<file path="src/verilog/vdp_cfg_pkg.sv">
// Widths, register numbers and status numbers of the VDP register block
// Referenced by scoped name from the types package and the RTL stages
`default_nettype none

package vdp_cfg_pkg;

  // Bus and field widths
  localparam int data_w       = 8;
  localparam int reg_ptr_w    = 6;
  localparam int vram_addr_w  = 17;
  localparam int cmd_reg_w    = 4;
  localparam int status_num_w = 4;

  // Reported in S#1 bits 5..1
  localparam logic [4:0] vdp_id = 5'd2;

  // ------------------------------
  // Control register numbers
  // ------------------------------
  localparam logic [reg_ptr_w-1:0] r_mode0      = 6'd0;
  localparam logic [reg_ptr_w-1:0] r_mode1      = 6'd1;
  localparam logic [reg_ptr_w-1:0] r_name       = 6'd2;
  localparam logic [reg_ptr_w-1:0] r_vram_hi    = 6'd14;
  localparam logic [reg_ptr_w-1:0] r_status_sel = 6'd15;
  localparam logic [reg_ptr_w-1:0] r_indirect   = 6'd17;
  localparam logic [reg_ptr_w-1:0] r_hint_line  = 6'd19;

  // ------------------------------
  // Status register numbers
  // ------------------------------
  localparam logic [status_num_w-1:0] s_int   = 4'd0;
  localparam logic [status_num_w-1:0] s_hint  = 4'd1;
  localparam logic [status_num_w-1:0] s_color = 4'd7;

endpackage

`default_nettype wire

</file>
<file path="src/verilog/vdp_types_pkg.sv">
// Enums and packed structs passed between the VDP register stages
// Referenced by scoped name, never imported
`default_nettype none

package vdp_types_pkg;

  typedef enum logic [1:0] {
    port_vram,
    port_ctrl,
    port_palette,
    port_indirect
  } port_sel_e;

  // Top two bits of the second control byte
  typedef enum logic [1:0] {
    op_addr_read,
    op_addr_write,
    op_reg_sel,
    op_reg_sel_alt
  } ctrl_op_e;

  typedef enum logic [3:0] {
    graphic1, graphic2, graphic3, graphic4, graphic5, graphic6, graphic7,
    text1, text1q, text2, multi, multiq, mode_none
  } disp_mode_e;

  typedef struct packed {
    logic                                valid;
    logic [vdp_cfg_pkg::reg_ptr_w-1:0]   ptr;
    logic [vdp_cfg_pkg::data_w-1:0]      data;
  } reg_wr_t;

  // Sprite and command engine status inputs
  typedef struct packed {
    logic        sp_collision;
    logic        sp_overflow;
    logic [4:0]  sp_over_num;
    logic [8:0]  col_x;
    logic [8:0]  col_y;
    logic        cmd_tr;
    logic        vd;
    logic        hd;
    logic        cmd_bd;
    logic        cmd_ce;
    logic [7:0]  cmd_clr;
    logic [10:0] cmd_sx;
  } status_in_t;

  typedef struct packed {
    logic sp_s0_ack;
    logic sp_s5_ack;
    logic cmd_tr_clr_ack;
  } toggle_ack_t;

  typedef struct packed {
    logic        hsync_int_en;
    logic        vsync_int_en;
    logic        sp_size;
    logic        sp_zoom;
    logic        bl_clks;
    logic        disp_on;
    logic [6:0]  name_addr;
    logic [10:0] col_addr;
    logic [5:0]  pat_addr;
    logic [9:0]  sp_atr_addr;
    logic [5:0]  sp_gen_addr;
    logic [7:0]  frame_col;
    logic        sp_off;
    logic        col0_on;
    logic        pal_mode;
    logic        interlace;
    logic        y_dots;
    logic [7:0]  blink_mode;
    logic [7:0]  blink_period;
    logic [7:0]  adjust;
    logic [7:0]  hint_line;
    logic [7:0]  vstart_line;
    logic        yae;
    logic        yjk;
    logic        msk;
    logic        sp2;
    logic [5:0]  h_scroll;
    logic [2:0]  h_scroll_fine;
    logic [2:0]  mode0;
    logic [1:0]  mode1;
    logic [vdp_cfg_pkg::status_num_w-1:0] status_sel;
  } vdp_regs_t;

  typedef struct packed {
    logic [vdp_cfg_pkg::vram_addr_w-1:0] addr;
    logic [vdp_cfg_pkg::data_w-1:0]      wr_data;
    logic                                addr_set_req;
    logic                                wr_req;
    logic                                rd_req;
  } vram_req_t;

  typedef struct packed {
    logic [vdp_cfg_pkg::cmd_reg_w-1:0] num;
    logic [vdp_cfg_pkg::data_w-1:0]    data;
    logic                              req;
  } cmd_wr_t;

endpackage

`default_nettype wire

</file>
<file path="src/verilog/vdp_port_decode.sv">
// Decode stage: CPU port sequencer, R14 and R17 pointers, VRAM toggles
// Emits one-cycle register write pulses to the execute and result stages
`default_nettype none
`timescale 1ns/10ps

module vdp_port_decode (
  input  logic                              reset,
  input  logic                              clk21m,
  input  logic                              req,
  input  logic                              wrt,
  input  vdp_types_pkg::port_sel_e          mode,
  input  logic [vdp_cfg_pkg::data_w-1:0]    dbo,
  input  logic [2:0]                        vram_ack,
  output vdp_types_pkg::reg_wr_t            reg_wr,
  output vdp_types_pkg::vram_req_t          vram
);

  // vram_ack bits follow vram_req_t order: addr set, write, read
  logic                                first_byte;
  logic [vdp_cfg_pkg::data_w-1:0]      p1_data;
  logic [vdp_cfg_pkg::reg_ptr_w-1:0]   r17_ptr;
  logic                                r17_inc;
  vdp_types_pkg::ctrl_op_e             op;
  logic                                cpu_wr;
  logic                                cpu_rd;
  logic                                wr_hit;
  logic [vdp_cfg_pkg::reg_ptr_w-1:0]   wr_ptr;
  logic [vdp_cfg_pkg::data_w-1:0]      wr_data;

  assign cpu_wr = req & wrt;
  assign cpu_rd = req & ~wrt;
  assign op     = vdp_types_pkg::ctrl_op_e'(dbo[7:6]);

  // Register write from a second control byte or an indirect port write
  always_comb begin
    wr_hit  = 1'b0;
    wr_ptr  = r17_ptr;
    wr_data = dbo;
    if (cpu_wr && mode == vdp_types_pkg::port_ctrl && !first_byte &&
        (op == vdp_types_pkg::op_reg_sel || op == vdp_types_pkg::op_reg_sel_alt)) begin
      wr_hit  = 1'b1;
      wr_ptr  = dbo[5:0];
      wr_data = p1_data;
    end else if (cpu_wr && mode == vdp_types_pkg::port_indirect &&
                 r17_ptr != vdp_cfg_pkg::r_indirect) begin
      // R17 cannot point at itself
      wr_hit = 1'b1;
    end
  end

  always_ff @(posedge reset, posedge clk21m) begin
    if (clk21m) begin
      first_byte <= 1'b1;
      p1_data    <= '0;
      r17_ptr    <= '0;
      r17_inc    <= 1'b0;
      reg_wr     <= '0;
      vram       <= '0;
    end else begin
      reg_wr.valid <= wr_hit;
      if (wr_hit) begin
        reg_wr.ptr  <= wr_ptr;
        reg_wr.data <= wr_data;
      end

      if (cpu_rd) begin
        if (mode == vdp_types_pkg::port_vram) begin
          vram.rd_req <= ~vram_ack[0];
        end else if (mode == vdp_types_pkg::port_ctrl) begin
          // Status read restarts the two-byte sequence
          first_byte <= 1'b1;
        end
      end else if (cpu_wr) begin
        case (mode)
          vdp_types_pkg::port_vram: begin
            vram.wr_data <= dbo;
            vram.wr_req  <= ~vram_ack[1];
          end
          vdp_types_pkg::port_ctrl: begin
            first_byte <= ~first_byte;
            if (first_byte) begin
              p1_data <= dbo;
            end else if (op == vdp_types_pkg::op_addr_read ||
                         op == vdp_types_pkg::op_addr_write) begin
              vram.addr[13:0]   <= {dbo[5:0], p1_data};
              vram.addr_set_req <= ~vram_ack[2];
              if (op == vdp_types_pkg::op_addr_read) begin
                // Prefetch for the next port 0 read
                vram.rd_req <= ~vram_ack[0];
              end
            end
          end
          vdp_types_pkg::port_indirect: begin
            if (r17_inc) begin
              r17_ptr <= r17_ptr + 6'd1;
            end
          end
          default: begin
          end
        endcase
      end

      // ------------------------------
      // Registers held in this stage
      // ------------------------------
      if (wr_hit && wr_ptr == vdp_cfg_pkg::r_vram_hi) begin
        vram.addr[16:14]  <= wr_data[2:0];
        vram.addr_set_req <= ~vram_ack[2];
      end
      if (wr_hit && wr_ptr == vdp_cfg_pkg::r_indirect) begin
        r17_ptr <= wr_data[5:0];
        r17_inc <= ~wr_data[7];
      end
    end
  end

endmodule

`default_nettype wire

</file>
<file path="src/verilog/vdp_reg_execute.sv">
// Execute stage: control register file R0 to R27 and command forwarding
// Mode, display-on, sp2 and coarse scroll take effect during hsync
`default_nettype none
`timescale 1ns/10ps

module vdp_reg_execute (
  input  logic                        reset,
  input  logic                        clk21m,
  input  logic                        hsync,
  input  logic                        field,
  input  vdp_types_pkg::reg_wr_t      reg_wr,
  input  logic                        cmd_ack,
  output vdp_types_pkg::vdp_regs_t    regs,
  output vdp_types_pkg::cmd_wr_t      cmd
);

  vdp_types_pkg::vdp_regs_t  regs_q;
  logic [2:0]                mode0_p;
  logic [1:0]                mode1_p;
  logic                      disp_on_p;
  logic                      sp2_p;
  logic [5:0]                h_scroll_p;
  logic                      two_page;
  logic                      bitmap;
  logic [7:0]                d;

  assign d      = reg_wr.data;
  assign bitmap = regs_q.mode0[2] | (regs_q.mode0 == 3'b011);

  // Two-page mode swaps the name table page on each field
  always_comb begin
    regs = regs_q;
    if (bitmap && two_page) begin
      regs.name_addr[5] = field;
    end
  end

  always_ff @(posedge reset, posedge clk21m) begin
    if (clk21m) begin
      regs_q     <= '0;
      mode0_p    <= '0;
      mode1_p    <= '0;
      disp_on_p  <= 1'b0;
      sp2_p      <= 1'b0;
      h_scroll_p <= '0;
      two_page   <= 1'b0;
    end else begin
      if (hsync) begin
        regs_q.mode0    <= mode0_p;
        regs_q.mode1    <= mode1_p;
        regs_q.disp_on  <= disp_on_p;
        regs_q.sp2      <= sp2_p;
        regs_q.h_scroll <= h_scroll_p;
      end

      if (reg_wr.valid && !reg_wr.ptr[5]) begin
        case (reg_wr.ptr)
          vdp_cfg_pkg::r_mode0: begin
            mode0_p             <= d[3:1];
            regs_q.hsync_int_en <= d[4];
          end
          vdp_cfg_pkg::r_mode1: begin
            regs_q.sp_zoom      <= d[0];
            regs_q.sp_size      <= d[1];
            regs_q.bl_clks      <= d[2];
            mode1_p             <= d[4:3];
            regs_q.vsync_int_en <= d[5];
            disp_on_p           <= d[6];
          end
          vdp_cfg_pkg::r_name: regs_q.name_addr <= d[6:0];
          6'd3:  regs_q.col_addr[7:0] <= d;
          6'd4:  regs_q.pat_addr <= d[5:0];
          6'd5:  regs_q.sp_atr_addr[7:0] <= d;
          6'd6:  regs_q.sp_gen_addr <= d[5:0];
          6'd7:  regs_q.frame_col <= d;
          6'd8: begin
            regs_q.sp_off  <= d[1];
            regs_q.col0_on <= d[5];
          end
          6'd9: begin
            regs_q.pal_mode  <= d[1];
            two_page         <= d[2];
            regs_q.interlace <= d[3];
            regs_q.y_dots    <= d[7];
          end
          6'd10: regs_q.col_addr[10:8] <= d[2:0];
          6'd11: regs_q.sp_atr_addr[9:8] <= d[1:0];
          6'd12: regs_q.blink_mode <= d;
          6'd13: regs_q.blink_period <= d;
          vdp_cfg_pkg::r_status_sel: regs_q.status_sel <= d[3:0];
          6'd18: regs_q.adjust <= d;
          vdp_cfg_pkg::r_hint_line: regs_q.hint_line <= d;
          6'd23: regs_q.vstart_line <= d;
          6'd25: begin
            regs_q.yae <= d[4];
            regs_q.yjk <= d[3];
            regs_q.msk <= d[1];
            sp2_p      <= d[0];
          end
          6'd26: h_scroll_p <= d[5:0];
          6'd27: regs_q.h_scroll_fine <= d[2:0];
          // R14, R16 and R17 have no fields here
          default: begin
          end
        endcase
      end
    end
  end

  // ------------------------------
  // R32 to R47 go to the command engine
  // ------------------------------
  always_ff @(posedge reset, posedge clk21m) begin
    if (clk21m) begin
      cmd <= '0;
    end else if (reg_wr.valid && reg_wr.ptr[5:4] == 2'b10) begin
      cmd.num  <= reg_wr.ptr[3:0];
      cmd.data <= d;
      cmd.req  <= ~cmd_ack;
    end
  end

endmodule

`default_nettype wire

</file>
<file path="src/verilog/vdp_register.sv">
// Top level of the VDP CPU register block
// Chains decode, execute and result stages and registers the bus acknowledge
`default_nettype none
`timescale 1ns/10ps

module vdp_register (
  input  logic                              reset,
  input  logic                              clk21m,
  input  logic                              req,
  output logic                              ack,
  input  logic                              wrt,
  input  vdp_types_pkg::port_sel_e          mode,
  input  logic [vdp_cfg_pkg::data_w-1:0]    dbo,
  output logic [vdp_cfg_pkg::data_w-1:0]    dbi,
  input  logic                              hsync,
  input  logic                              field,
  input  logic [1:0]                        int_n,
  input  vdp_types_pkg::status_in_t         status_in,
  output logic                              clr_vsync_int,
  output logic                              clr_hsync_int,
  input  logic                              vram_addr_set_ack,
  input  logic                              vram_wr_ack,
  input  logic                              vram_rd_ack,
  input  logic [vdp_cfg_pkg::data_w-1:0]    vram_rd_data,
  output vdp_types_pkg::vram_req_t          vram,
  input  logic                              cmd_ack,
  output vdp_types_pkg::cmd_wr_t            cmd,
  input  vdp_types_pkg::toggle_ack_t        toggle_ack,
  output logic                              sp_s0_reset_req,
  output logic                              sp_s5_reset_req,
  output logic                              cmd_tr_clr_req,
  output vdp_types_pkg::vdp_regs_t          regs,
  output vdp_types_pkg::disp_mode_e         disp_mode
);

  vdp_types_pkg::reg_wr_t  reg_wr;
  logic [2:0]              toggle_req;

  assign {sp_s0_reset_req, sp_s5_reset_req, cmd_tr_clr_req} = toggle_req;

  always_ff @(posedge reset, posedge clk21m) begin
    if (clk21m) begin
      ack <= 1'b0;
    end else begin
      ack <= req;
    end
  end

  vdp_port_decode u_decode (
    .reset    (reset),
    .clk21m   (clk21m),
    .req      (req),
    .wrt      (wrt),
    .mode     (mode),
    .dbo      (dbo),
    .vram_ack ({vram_addr_set_ack, vram_wr_ack, vram_rd_ack}),
    .reg_wr   (reg_wr),
    .vram     (vram)
  );

  vdp_reg_execute u_execute (
    .reset   (reset),
    .clk21m  (clk21m),
    .hsync   (hsync),
    .field   (field),
    .reg_wr  (reg_wr),
    .cmd_ack (cmd_ack),
    .regs    (regs),
    .cmd     (cmd)
  );

  vdp_status_result u_result (
    .reset         (reset),
    .clk21m        (clk21m),
    .req           (req),
    .wrt           (wrt),
    .mode          (mode),
    .status_in     (status_in),
    .int_n         (int_n),
    .regs          (regs),
    .reg_wr        (reg_wr),
    .vram_rd_data  (vram_rd_data),
    .toggle_ack    (toggle_ack),
    .dbi           (dbi),
    .clr_vsync_int (clr_vsync_int),
    .clr_hsync_int (clr_hsync_int),
    .toggle_req    (toggle_req),
    .disp_mode     (disp_mode)
  );

endmodule

`default_nettype wire

</file>
<file path="src/verilog/vdp_status_result.sv">
// Result stage: status read mux, interrupt clear pulses, read side effects
// Also decodes the display mode from the shadowed mode bits
`default_nettype none
`timescale 1ns/10ps

module vdp_status_result (
  input  logic                              reset,
  input  logic                              clk21m,
  input  logic                              req,
  input  logic                              wrt,
  input  vdp_types_pkg::port_sel_e          mode,
  input  vdp_types_pkg::status_in_t         status_in,
  input  logic [1:0]                        int_n,
  input  vdp_types_pkg::vdp_regs_t          regs,
  input  vdp_types_pkg::reg_wr_t            reg_wr,
  input  logic [vdp_cfg_pkg::data_w-1:0]    vram_rd_data,
  input  vdp_types_pkg::toggle_ack_t        toggle_ack,
  output logic [vdp_cfg_pkg::data_w-1:0]    dbi,
  output logic                              clr_vsync_int,
  output logic                              clr_hsync_int,
  output logic [2:0]                        toggle_req,
  output vdp_types_pkg::disp_mode_e         disp_mode
);

  // int_n is {vsync, hsync}; toggle_req follows toggle_ack_t order
  logic                              rd_status;
  logic [vdp_cfg_pkg::data_w-1:0]    status_byte;

  assign rd_status = req & ~wrt & (mode == vdp_types_pkg::port_ctrl);

  always_comb begin
    case (regs.status_sel)
      vdp_cfg_pkg::s_int: status_byte = {~int_n[1], status_in.sp_overflow,
                                         status_in.sp_collision, status_in.sp_over_num};
      vdp_cfg_pkg::s_hint: status_byte = {2'b00, vdp_cfg_pkg::vdp_id, ~int_n[0]};
      // Field bit reads as zero
      4'd2: status_byte = {status_in.cmd_tr, status_in.vd, status_in.hd, status_in.cmd_bd,
                           2'b11, 1'b0, status_in.cmd_ce};
      4'd3: status_byte = status_in.col_x[7:0];
      4'd4: status_byte = {7'd0, status_in.col_x[8]};
      4'd5: status_byte = status_in.col_y[7:0];
      4'd6: status_byte = {7'd0, status_in.col_y[8]};
      vdp_cfg_pkg::s_color: status_byte = status_in.cmd_clr;
      4'd8: status_byte = status_in.cmd_sx[7:0];
      4'd9: status_byte = {7'b1111111, status_in.cmd_sx[8]};
      4'd13: status_byte = 8'h00;
      default: status_byte = 8'hFF;
    endcase
  end

  always_ff @(posedge reset, posedge clk21m) begin
    if (clk21m) begin
      dbi           <= '0;
      clr_vsync_int <= 1'b0;
      clr_hsync_int <= 1'b0;
      toggle_req    <= '0;
    end else begin
      clr_vsync_int <= rd_status && regs.status_sel == vdp_cfg_pkg::s_int;
      // Also cleared by writing R19 or setting the R0 enable bit
      clr_hsync_int <= (rd_status && regs.status_sel == vdp_cfg_pkg::s_hint) ||
                       (reg_wr.valid && (reg_wr.ptr == vdp_cfg_pkg::r_hint_line ||
                        (reg_wr.ptr == vdp_cfg_pkg::r_mode0 && reg_wr.data[4])));
      if (req && !wrt) begin
        case (mode)
          vdp_types_pkg::port_vram: dbi <= vram_rd_data;
          vdp_types_pkg::port_ctrl: dbi <= status_byte;
          default:                  dbi <= 8'hFF;
        endcase
      end
      if (rd_status) begin
        case (regs.status_sel)
          vdp_cfg_pkg::s_int:   toggle_req[2] <= ~toggle_ack.sp_s0_ack;
          4'd5:                 toggle_req[1] <= ~toggle_ack.sp_s5_ack;
          vdp_cfg_pkg::s_color: toggle_req[0] <= ~toggle_ack.cmd_tr_clr_ack;
          default: begin
          end
        endcase
      end
    end
  end

  // ------------------------------
  // Display mode from M5..M1
  // ------------------------------
  always_comb begin
    case ({regs.mode0, regs.mode1[0], regs.mode1[1]})
      5'b00000: disp_mode = vdp_types_pkg::graphic1;
      5'b00001: disp_mode = vdp_types_pkg::text1;
      5'b00010: disp_mode = vdp_types_pkg::multi;
      5'b00100: disp_mode = vdp_types_pkg::graphic2;
      5'b00101: disp_mode = vdp_types_pkg::text1q;
      5'b00110: disp_mode = vdp_types_pkg::multiq;
      5'b01000: disp_mode = vdp_types_pkg::graphic3;
      5'b01001: disp_mode = vdp_types_pkg::text2;
      5'b01100: disp_mode = vdp_types_pkg::graphic4;
      5'b10000: disp_mode = vdp_types_pkg::graphic5;
      5'b10100: disp_mode = vdp_types_pkg::graphic6;
      5'b11100: disp_mode = vdp_types_pkg::graphic7;
      default:  disp_mode = vdp_types_pkg::mode_none;
    endcase
  end

endmodule

`default_nettype wire

</file>
<file path="config.mk">
export PLATFORM = sky130hd
export DESIGN_NAME = vdp_register
export DESIGN_NICKNAME = d
export VERILOG_FILES = /design/src/verilog/vdp_cfg_pkg.sv /design/src/verilog/vdp_types_pkg.sv /design/src/verilog/vdp_port_decode.sv /design/src/verilog/vdp_reg_execute.sv /design/src/verilog/vdp_register.sv /design/src/verilog/vdp_status_result.sv
export SDC_FILE = /design/constraint.sdc
export NUM_CORES = 1
export LEC_CHECK = 0
export ABC_AREA = 1
export BUFFER_PORTS_ARGS = -buffer_cell sky130_fd_sc_hd__buf_4
export CAP_MARGIN = 40
export CORE_ASPECT_RATIO = 0.5
export CORE_MARGIN = 4
export CORE_UTILIZATION = 45
export DETAILED_ROUTE_END_ITERATION = 8
export HOLD_SLACK_MARGIN = 0.02
export MAX_ROUTING_LAYER = met4
export PLACE_DENSITY_LB_ADDON = 0.3
export REMOVE_ABC_BUFFERS = 1
export SLEW_MARGIN = 20
export SYNTH_ARGS = -nofsm -noshare
export SYNTH_HDL_FRONTEND = slang
export SYNTH_SLANG_ARGS = --single-unit
</file>
<file path="constraint.sdc">
create_clock -name reset -period 9.5 [get_ports reset]
set_input_delay 1.9 -clock reset [delete_from_list [all_inputs] [get_ports reset]]
set_output_delay 1.9 -clock reset [all_outputs]
set_load 0.01 [all_outputs]
</file>
* After elaboration in Yosys (flattened, before gate mapping)
Memories as Yosys holds them, arrays and structs flattened. Index checks and enable logic that the tools add are counted.
Cells by class: shifts and indexed selects 0, bitwise logic cells 17, equality and inequality tests 46, multiplexer cells 30, divide/modulo/power cells 0, reductions and logical operators 67, order comparisons 0, $mul 0, $add $sub $neg 1
Operators with widths (number):
- 8-bit case mux with 11 select lines | 1
- 6-bit by 4-bit == test with 1-bit output (second input constant) | 8
- 2-bit AND reduction | 24
- 6-bit by 5-bit == test with 1-bit output (second input constant) | 7
- 6-bit 2-to-1 mux | 6
- 6-bit by 3-bit == test with 1-bit output (second input constant) | 4
- 2-bit nonzero test | 10
- 1-bit 2-to-1 mux | 19
- 4-bit by 3-bit == test with 1-bit output (second input constant) | 4
- 8-bit case mux with 2 select lines | 1
- 1-bit logical AND | 15
- 1-bit inverter | 13
- 4-bit == test (second input constant) | 3
- 6-bit by 2-bit == test with 1-bit output (second input constant) | 2
- 2-bit inequality test (second input constant) | 6
- 5-bit AND reduction | 2
- 2-bit == test (second input constant) | 4
- 4-bit by 2-bit == test with 1-bit output (second input constant) | 2
- 8-bit 2-to-1 mux | 1
- 4-bit AND reduction | 2
- 6-bit by 1-bit adder with 6-bit output (second input constant) | 1
- 6-bit by 1-bit == test with 1-bit output (second input constant) | 1
- 6-bit logical NOT | 1
- 6-bit by 5-bit inequality test with 1-bit output (second input constant) | 1
- other kinds (13) | 23
Storage, ports and cells: flip-flop bits (word level) 221, RAM bits 0, logic and storage cells 224, memories 1, bits of input ports 82, bits in read-only memories 128, latch bits 0, output and inout bits 180
Memory list:
- (no name shown) | depth 32, bits a word 4, read ports 1, clocked after memory_dff 0, write ports 0, RTL line vdp_status_result.sv:86 | case ({regs.mode0, regs.mode1[0], regs.mode1[1]})

* Depth between registers and ports, before layout
Gate-level depths: netlist (run 1).
depth after elaboration 9, mapped depth 14, gate-level depth less buffers 11

* Cells and area by module
From an unflattened synthesis (run 1), not the netlist that was laid out.
Second synthesis, totals: cells, all modules 1337, area total of the unflattened synthesis 11049.3 um^2
By module, submodules not included:
- vdp_reg_execute | area each 6880.3 um^2, cells an instance 778, sequential area each 3703.6 um^2, times used 1
- vdp_port_decode | area each 2752.6 um^2, cells an instance 319, sequential area each 1477.7 um^2, times used 1
- vdp_status_result | area each 1387.6 um^2, cells an instance 238, sequential area each 325.3 um^2, times used 1
- vdp_register | area each 28.8 um^2, cells an instance 2, sequential area each 25.0 um^2, times used 1

* Worst setup path after synthesis (run 1)
No wires, ideal clock.
path kind input to output, start point in field, end point out regs[113] (netlist name), required time 7.600 ns, arrival time 2.173 ns, setup slack 5.427 ns, cell stages on the path 2, path buffers 0, path through inv_1 -> a31oi_1
RTL lines:
- start: declaration | RTL line vdp_register.sv:16 | input logic field,
- end: declaration | RTL line vdp_register.sv:32 | output vdp_types_pkg::vdp_regs_t regs,

==> impl_metrics.tcl, run 1 <==
set metrics [dict create \
    regToRegStartpoint "u_decode.first_byte" \
    cp_num_cells 4 \
    finalSetupTns_ps 0 \
    crit_arrival_ps 2300 \
    h-tree-depth 1 \
    area_delta_synth_final_pct 19.0 \
    hp-class "reg2reg" \
    max_cap_violations 0 \
    worst_slew_pin_slew_ps 798 \
    port_buffers 259 \
    grt_usage_pct 21.9 \
    cts_setup_buffers 0 \
    ir_drop_mv 0.122 \
    path_class "in2out" \
    root_buffer "clkbuf_16" \
    grt_max_degree 107 \
    vias 8096 \
    critPathSlowestCell "a31oi_1" \
    dp_hpwl_um 20300 \
    first_pass_iters 8 \
    cts_tree "built" \
    utilization_pct 55.4 \
    insertion_delay_ps 510 \
    drt-total-wl_um 27500 \
    grt_pass1_vias 7896 \
    cellPowerDensity_mw_per_mm2 203 \
    stdcell_area_mm2 0.0122 \
    cts_num_sinks 221 \
    p_total_mw 2.48 \
    antenna_left 0 \
    via_per_inst 5.02 \
    crit_top_cell "buf_4" \
    relSlewSlack_pct 46.7 \
    max_freq_ghz 0.238 \
    cpLargestDelayFamily "buffers and inverters" \
    yosys_warnings 0 \
    cp-end-kind "output port" \
    rsz0062_at_grt "false" \
    run_status "completed" \
    overflow 0 \
    finalClockSkew_ps 19.0 \
    die_area_mm2 0.0254 \
    clk_pin_slew_ps 60 \
    cts_hold_buf 0 \
    placed_cell_area_mm2 0.0116 \
    ff2ff_path_depth 8 \
    worstReg2RegEnd "u_decode.r17_ptr[2]" \
    io_pins 262 \
    rrSetupSlack_ps 7160 \
    synthDistinctLibCells 36 \
    cts_resized 0 \
    nFillCells 2040 \
    num_antenna_cells 0 \
    syn_area_mm2 0.0103 \
    antenna_found_initial 0 \
    grt_pass1_wl_um 43600 \
    finalCriticalPeriod_ps 4200 \
    drc 0 \
    final_cells 1612 \
    rows 38 \
    crit_start "field" \
    fin_crit_sh_pct 44.2 \
    gp_congestion 0.892 \
    avgSynthCellArea_um2 8.68 \
    final_nets 1390 \
    leakagePower_nw 6.19 \
    cts_buffers 20 \
    die_x_um 221 \
    synth_seq_cells 221 \
    crit_path_start_kind "input pin" \
    core_area_mm2 0.0220 \
    max_stage_delay_ps 160 \
    dieHeight_um 115 \
    cts_buffer_depth 3 \
    dp.cells 1577 \
    setup_viol 0 \
    postSynthCellCount 1181 \
    pre_cts_slack_ps 5290 \
    drive_gt1_share_pct 24.3 \
    timing.hold.ws_ps 479 \
    wl_per_cell_um 17.1 \
    worstPathRequired_ps 7600 \
    ys_seq_area_share_pct 53.9 \
    worst-path-max-fanout 1 \
    slew_viol_final 0 \
    start_util_pct 46.6 \
    worst_setup_path_endpoint "regs[113]" \
    worst-path-buf-inv 3 \
    layout_setup_ws_ps 5300 \
    drt_iter0_drc 729 \
    crit_chain "buf_4 -> inv_1 -> a31oi_1 -> buf_4" \
    hold_viol 0 \
]
-- worst min-delay path by stage --
stage	from	to	slack (ps)	cells past startpoint
final	u_execute.regs[120]	u_execute.regs[120]	480	2
after global routing	u_decode.vram[6]	u_decode.vram[6]	510	2
after CTS	u_execute.regs[120]	u_execute.regs[120]	480	2
after detailed placement	u_result.dbi[0]	u_result.dbi[0]	470	2
after global placement	u_execute.regs[120]	u_execute.regs[120]	460	2
after floorplan	u_execute.disp_on_p	u_execute.disp_on_p	450	2
-- power by group --
group,internal (mW),leakage [nW],switching (mW)
logic,0.235,2.92,0.305
clock network,0.439,0.307,0.348
registers,1.07,2.97,0.0844
total,1.74,6.19,0.737
-- worst min-delay path: stages, from the launching register on --
cell	delay (ps)
dfrtp_1	350
nand2_1	60
nand2_1	50
-- sequential cells by signal (all words and copies together), names as in the netlist, 6 cells and up --
name                  flops
u_result.dbi              8
u_execute.cmd            13
u_decode.r17_ptr          6
u_decode.reg_wr          15
u_execute.regs          120
u_decode.vram            28
u_decode.p1_data          8
u_execute.h_scroll_p      6
-- cell type report --
type                    count  area, µm²  area share [%]
flip-flops and latches    221       5530            45.3
multi-input cells         719       3340            27.3
repair buffers            266       2060            16.8
clock buffers              28        561            4.59
well taps                 300        375            3.08
inverters                  73        282            2.31
clock inverters             5       61.3           0.502
-- cells in the final DEF (no fill, tap or decap), types with 8 or more instances in the layout --
cell,n
clkbuf_16,20
nand4_1,15
nor2_1,50
mux2_2,8
nand2_1,327
dfrtp_1,220
o21ai_0,205
inv_1,69
nand3_1,46
buf_4,261
nor3_1,12
a21oi_1,18
-- per-layer routing --
metal | GRT usage (%) | wire (µm)
met5 | - | 0
met4 | 4.38 | 507
met1 | 30.3 | 12700
met2 | 34.5 | 12900
met3 | 4.01 | 1480
-- logic make-up (layout without fill, tap and decap cells) --
logic type | count (synthesis) | count (layout) | synth area share, %
compound gates | 239 | 239 | 12.0
xor+xnor | 1 | 1 | 0.0854
fa+ha+maj | 7 | 7 | 0.854
buf+inv | 241 | 372 | 13.5
flops | 221 | 221 | 53.9
mux | 8 | 8 | 0.879
simple gates | 464 | 464 | 18.7
-- synth_stat cells, drive strengths merged --
master	n	area (µm²)
ha	7	87.6
a21oi	18	90.1
nand4	15	93.8
o2bb2ai	1	8.76
inv	72	270
buf	128	963
a22o	1	8.76
xor2	1	8.76
nand2	332	1260
clkbuf	40	150
o221ai	1	8.76
mux2	8	90.1
and3	1	6.26
dfrtp	220	5510
nor2	53	211
clkinv	1	3.75
a32oi	1	8.76
nor3	14	80.1
dfstp	1	26.3
or2	1	6.26
a31oi	4	25.0
o311ai	1	8.76
nand3	47	248
nor4	1	12.5
o21ai	209	1050
o21a	3	22.5
No activity file was read; power rests on OpenSTA's default activity.
==> run 2, diff against run 1 <==
--- a/config.mk
+++ b/config.mk
@@ -5,7 +5,7 @@
 export SDC_FILE = /design/constraint.sdc
 export NUM_CORES = 1
 export LEC_CHECK = 0
-export ABC_AREA = 1
+export ABC_AREA = 0
 export BUFFER_PORTS_ARGS = -buffer_cell sky130_fd_sc_hd__buf_4
 export CAP_MARGIN = 40
 export CORE_ASPECT_RATIO = 0.5
==> constraint.sdc (replaced) <==
create_clock -name reset -period 3.5 [get_ports reset]
set_input_delay 0.7 -clock reset [delete_from_list [all_inputs] [get_ports reset]]
set_output_delay 0.7 -clock reset [all_outputs]
set_load 0.01 [all_outputs]
==> run 2 against run 1 <==
Power rose to 2.8 times the previous value; first-iteration DRC count shrank 50%; final cell count decreased by 18%; clock power increased to 3.2 times the previous value; critical path depth is 2 higher; non-clock buffer count is 10 higher; count of clock-buffer cells in the layout increased by 4; hold slack worse by 400 ps; register-to-register slack worse by 5900 ps; critical endpoint is now disp_mode[0]; die area is 2.6% higher.
==> impl_metrics.tcl, run 2 <==
set metrics [dict create \
    root_buffer "clkbuf_16" \
    largest_reg_flops 120 \
    async_flop_share_pct 100 \
    nFillCells 1930 \
    clk_pin_slew_ps 70 \
    overflow 0 \
    hp-class "in2async" \
    synthTopCellsByArea "dfrtp_1, mux2_2, buf_4, nand2_1, mux2i_1" \
    timing.hold.ws_ps 75.3 \
    placed_cell_area_mm2 0.0119 \
    gp_congestion 0.854 \
    via_per_inst 5.23 \
    h-tree-depth 1 \
    ir_drop_mv 0.341 \
    dieHeight_um 116 \
    yosys_warnings 0 \
    final_cells 1327 \
    synth_area_leader_cell "dfrtp_1" \
    grt_pass1_wl_um 41000 \
    cp-end-kind "output port" \
    worst-path-max-fanout 5 \
    grt_max_degree 115 \
    grt_pass1_vias 7145 \
    cellPowerDensity_mw_per_mm2 541 \
    die_x_um 224 \
    stdcell_area_mm2 0.0128 \
    start_util_pct 45.9 \
    wl_per_cell_um 20.0 \
    drt-total-wl_um 26500 \
    cts_hold_buf 0 \
    crit_chain "inv_1 -> ha_1 -> a21oi_1 -> o21ai_0 -> a22o_1 -> buf_4" \
    final_nets 1094 \
    syn_area_mm2 0.0105 \
    relSlewSlack_pct 48.0 \
    max_stage_delay_ps 430 \
    num_antenna_cells 0 \
    cts_buffer_depth 3 \
    vias 6938 \
    cts_num_sinks 221 \
    crit_arrival_ps 2000 \
    worstPathRequired_ps 2800 \
    setup_viol 0 \
    synth_edf_count 0 \
    cts_resized 0 \
    rows 39 \
    synth_seq_cells 221 \
    finalCriticalPeriod_ps 2700 \
    drc 0 \
    leakagePower_nw 6.46 \
    path_class "reg2out" \
    yosysMostFrequentCell "dfrtp_1" \
    drt_iter0_drc 362 \
    ys_top_cells_by_count "dfrtp_1, mux2_2, buf_4" \
    postSynthCellCount 868 \
    port_buffers 259 \
    die_area_mm2 0.0261 \
    ys_seq_area_share_pct 52.5 \
    io_pins 262 \
    first_pass_iters 4 \
    cts_tree "built" \
    finalSetupTns_ps 0 \
    dp.cells 1284 \
    cts_setup_buffers 0 \
    final_cell_mix "buf_4, dfrtp_1, mux2_2" \
    hold_viol 0 \
    rsz0062_at_grt "false" \
    cts_buffers 22 \
    max_cap_violations 0 \
    area_delta_synth_final_pct 21.2 \
    dp_hpwl_um 19100 \
    critPathSlowestCell "dfrtp_1" \
    slew_viol_final 0 \
    p_total_mw 6.91 \
    worst_slew_pin_slew_ps 781 \
    fin_crit_sh_pct 77.0 \
    avgSynthCellArea_um2 12.1 \
    max_freq_ghz 0.371 \
    core_area_mm2 0.0229 \
    layout_commonest_cell "buf_4" \
    antenna_found_initial 0 \
    insertion_delay_ps 520 \
    drive_gt1_share_pct 49.5 \
    netlist.area_leader.share_pct 52.3 \
    crit_path_start_kind "register" \
    antenna_left 0 \
    run_status "completed" \
    synthDistinctLibCells 63 \
    finalClockSkew_ps 17.0 \
    synth_ff_type "dfrtp_1" \
    grt_usage_pct 20.5 \
]
## run 2: changes by cell type after synthesis, sizes merged, moves of 9 or more
cell,previous run,this run
clkbuf,40,31
nand3,47,9
nand2,332,67
mux2,8,179
nand4,15,5
inv,72,15
o21ai,209,37
nor2,53,21
nor2b,0,11
mux2i,0,23
## run 2: stage by stage
step,setup WS (ps),util [%]
after floorplan,-3250,-
after global placement,980,51.7
after detailed placement,972,52.0
after CTS,787,55.4
after global routing,660,55.6
final,804,55.6
## run 2: path summary, 6_finish.rpt
kind	start	end	slack (ps)	depth (start not counted)
max in group asynchronous	clk21m	u_decode.first_byte	2280	4
hold reg to reg	u_execute.mode1_p[0]	u_execute.regs[4]	490	2
setup reg to reg	u_decode.reg_wr[13]	u_execute.regs[67]	1220	4
setup / recovery	u_execute.regs[5]	disp_mode[0]	800	6
hold / removal	clk21m	u_result.toggle_req[1]	80	2
min in group reset	vram_wr_ack	u_decode.vram[1]	340	2
## run 2: cells by family (layout without fill, tap and decap cells)
family | Yosys count | after routing | synth area share, %
flip-flops | 221 | 221 | 52.5
multiplexers | 203 | 203 | 21.6
buffers and inverters | 178 | 330 | 10.7
AND/OR/NAND/NOR | 156 | 156 | 7.64
AO/OA/AOI/OAI | 98 | 98 | 6.23
adder cells (fa/ha/maj) | 7 | 7 | 0.832
XOR/XNOR | 5 | 5 | 0.416
## run 2: worst max-delay path: cells and delay by family, from the launching register on
kind / cells / cell delay, ps
buffers and inverters: 2 / 280
DFF: 1 / 430
adders and majority gates: 1 / 250
AOI/OAI and AO/OA: 3 / 530
## run 2: routing by layer
layer	vias to the layer above	part of all wire, %	routed length, µm	global-route usage, %
met5	-	0	0	-
met2	153	49	13000	33.3
li1	3190	-	-	-
met4	0	3.2	847	5.79
met3	61	3.8	1010	3.49
met1	3534	44	11600	27.2
## run 2: final cells by class
type                    instances  area [µm²]  share of cell area, %
repair buffers                276        2140                   16.8
clock inverters                 7         121                  0.951
clock buffers                  32         649                   5.09
inverters                      15        63.8                  0.500
well taps                     307         384                   3.01
flip-flops and latches        221        5530                   43.3
multi-input cells             469        3870                   30.3
## run 2: where the power goes
| group | switching (mW) | internal (mW) | total [mW] |
|---|---|---|---|
| Combinational | 0.567 | 0.653 | 1.22 |
| Sequential | 0.319 | 2.84 | 3.16 |
| Clock | 1.02 | 1.51 | 2.53 |
| Total | 1.90 | 5.01 | 6.91 |
==> run 3, diff against run 2 <==
==> constraint.sdc (replaced) <==
create_clock -name reset -period 2.2 [get_ports reset]
set_input_delay 0.44 -clock reset [delete_from_list [all_inputs] [get_ports reset]]
set_output_delay 0.44 -clock reset [all_outputs]
set_load 0.01 [all_outputs]
==> run 3 against run 2 <==
The run now ends with negative setup slack left; count of clock-buffer cells in the layout decreased by 1; first-iteration DRC count increased by 14%; final area increased by 1.9%; final cell count increased by 2.6%; power increased by 56%; highest routed layer unchanged; hold slack improved by 17 ps; clock power increased by 45%; wire length increased by 0.94%.
==> impl_metrics.tcl, run 3 (synthesis results as in run 2) <==
set metrics [dict create \
    run_status "finished with violations" \
    violations "negative setup slack" \
    pre_cts_slack_ps 158 \
    dp_hpwl_um 19400 \
    core_area_mm2 0.0229 \
    cellPowerDensity_mw_per_mm2 829 \
    layout_setup_ws_ps -19.0 \
    die_x_um 224 \
    multiInputGateArea_mm2 0.00390 \
    placed_cell_area_mm2 0.0122 \
    dieHeight_um 116 \
    worstPathRequired_ps 1760 \
    cp-end-kind "output port" \
    crit_arrival_ps 1780 \
    dp.cells 1312 \
    largest_reg_flops 120 \
    drive_gt1_share_pct 52.4 \
    leakagePower_nw 6.61 \
    h-tree-depth 1 \
    crit_chain "buf_6 -> ha_4 -> inv_2 -> mux4_2 -> nand2_2 -> buf_6" \
    min_to "u_decode.vram[1]" \
    hp-start "vram_wr_ack" \
    finalSetupTns_ps -20.9 \
    regToRegStartpoint "u_decode.r17_ptr[1]" \
    first_pass_iters 7 \
    num_antenna_cells 0 \
    cts_buffer_depth 3 \
    io_pins 262 \
    utilization_pct 56.7 \
    nFillCells 1971 \
    worst_slew_pin_slew_ps 812 \
    start_util_pct 45.9 \
    clk_pin_slew_ps 70 \
    grt_max_degree 65 \
    netSwitchingFraction_pct 27.8 \
    layout_commonest_cell "buf_4" \
    drc 0 \
    via_per_inst 5.22 \
    final_nets 1129 \
    overflow 0 \
    hold_viol 0 \
    max_freq_ghz 0.451 \
    whs_path_depth 2 \
    antenna_left 0 \
    finalClockSkew_ps 14.4 \
    critPathSlowestCell "mux4_2" \
    grt_pass1_vias 7330 \
    area_delta_synth_final_pct 23.5 \
    wl_per_cell_um 19.6 \
    clockPowerShare_pct 33.9 \
    drt-total-wl_um 26700 \
    port_buffers 259 \
    drt_iter0_drc 414 \
    p_comb_share_pct 19.5 \
    rows 39 \
    stdcell_area_mm2 0.0130 \
    relSlewSlack_pct 45.8 \
    crit_top_cell "buf_6" \
    max_cap_violations 0 \
    ff2ff_path_depth 7 \
    max_stage_delay_ps 460 \
    crit_path_start_kind "register" \
    rrSetupSlack_ps 170 \
    p_seq_share_pct 46.6 \
    cts_buffers 21 \
    rsz0062_at_grt "true" \
    seq_area_mm2 0.00554 \
    final_cells 1361 \
    antenna_found_initial 0 \
    cts_tree "built" \
    hp-class "in2reg" \
    fin_crit_sh_pct 101 \
    die_area_mm2 0.0261 \
    finalCriticalPeriod_ps 2220 \
    ir_drop_mv 0.488 \
    worst-path-max-fanout 2 \
    internal_power_mw 7.78 \
    worstReg2RegEnd "u_decode.r17_ptr[5]" \
    insertion_delay_ps 510 \
    cts_num_sinks 221 \
    slew_viol_final 0 \
    setup_viol 2 \
    grt_usage_pct 20.7 \
    path_class "reg2out" \
    switching_power_mw 3.00 \
    gp_congestion 0.858 \
    final_cell_mix "buf_4, dfrtp_1, mux2_2" \
    root_buffer "clkbuf_16" \
    vias 7100 \
    grt_pass1_wl_um 41500 \
]
[run 3: cell type report]
cell class | count | area share (%)
clock buffer | 31 | 4.87
clock inverter | 6 | 0.452
inverter | 15 | 0.491
multi-input combinational | 469 | 30.0
sequential | 221 | 42.6
tap | 307 | 2.95
timing repair buffer | 312 | 18.7
[run 3: worst max path at each step]
stage,startpoint,end,slack (ps),cells past startpoint
after detailed placement,u_execute.regs[0],u_result.dbi[6],160,5
after global routing,u_execute.regs[5],disp_mode[2],-90,5
after global placement,mode[1],u_decode.r17_ptr[3],210,7
after CTS,u_execute.regs[5],disp_mode[2],-30,5
final,u_execute.regs[4],disp_mode[2],-20,6
after floorplan,clk21m,ack,-4290,1
[run 3: timing repair]
item                       4_1_cts  5_1_grt
hold endpoints to repair        58        0
setup endpoints to repair        5        6
pin swaps                        1        1
resized for setup               15        3
buffers inserted                 7        4
hold buffers                     1        0
[run 3: critical path, delay by kind of cell, from the launching register on]
| kind | cells | cell delay (ps) |
|---|---|---|
| mux | 1 | 460 |
| simple gates | 1 | 80 |
| fa+ha+maj | 1 | 120 |
| flops | 1 | 380 |
| buf+inv | 3 | 240 |
[run 3: per-stage QoR]
stage / hold WS, ps / power [mW]
2_1_floorplan: 442 / 5.82
3_3_place_gp: 454 / 6.95
3_5_place_dp: 468 / 7.07
4_1_cts: 77.4 / 10.8
5_1_grt: 79.1 / 11.3
6_report: 92.7 / 10.8
[run 3: per-layer routing]
metal  global-route usage (%)  part of all wire (%)  vias up
li1                         -                     -     3271
met1                     27.1                    44     3619
met2                     34.5                    49      158
met3                     3.29                   3.8       52
met4                     5.02                   2.7        0
met5                        -                     0        -
[run 3: power groups by stage]
stage               combinational [mW]  clock [mW]  sequential, mW
floorplan                        0.722           0            5.10
detailed placement                1.97           0            5.10
finish                            2.10        3.66            5.02
global placement                  1.81           0            5.14
global route                      2.27        3.93            5.09
CTS                               2.04        3.77            5.04
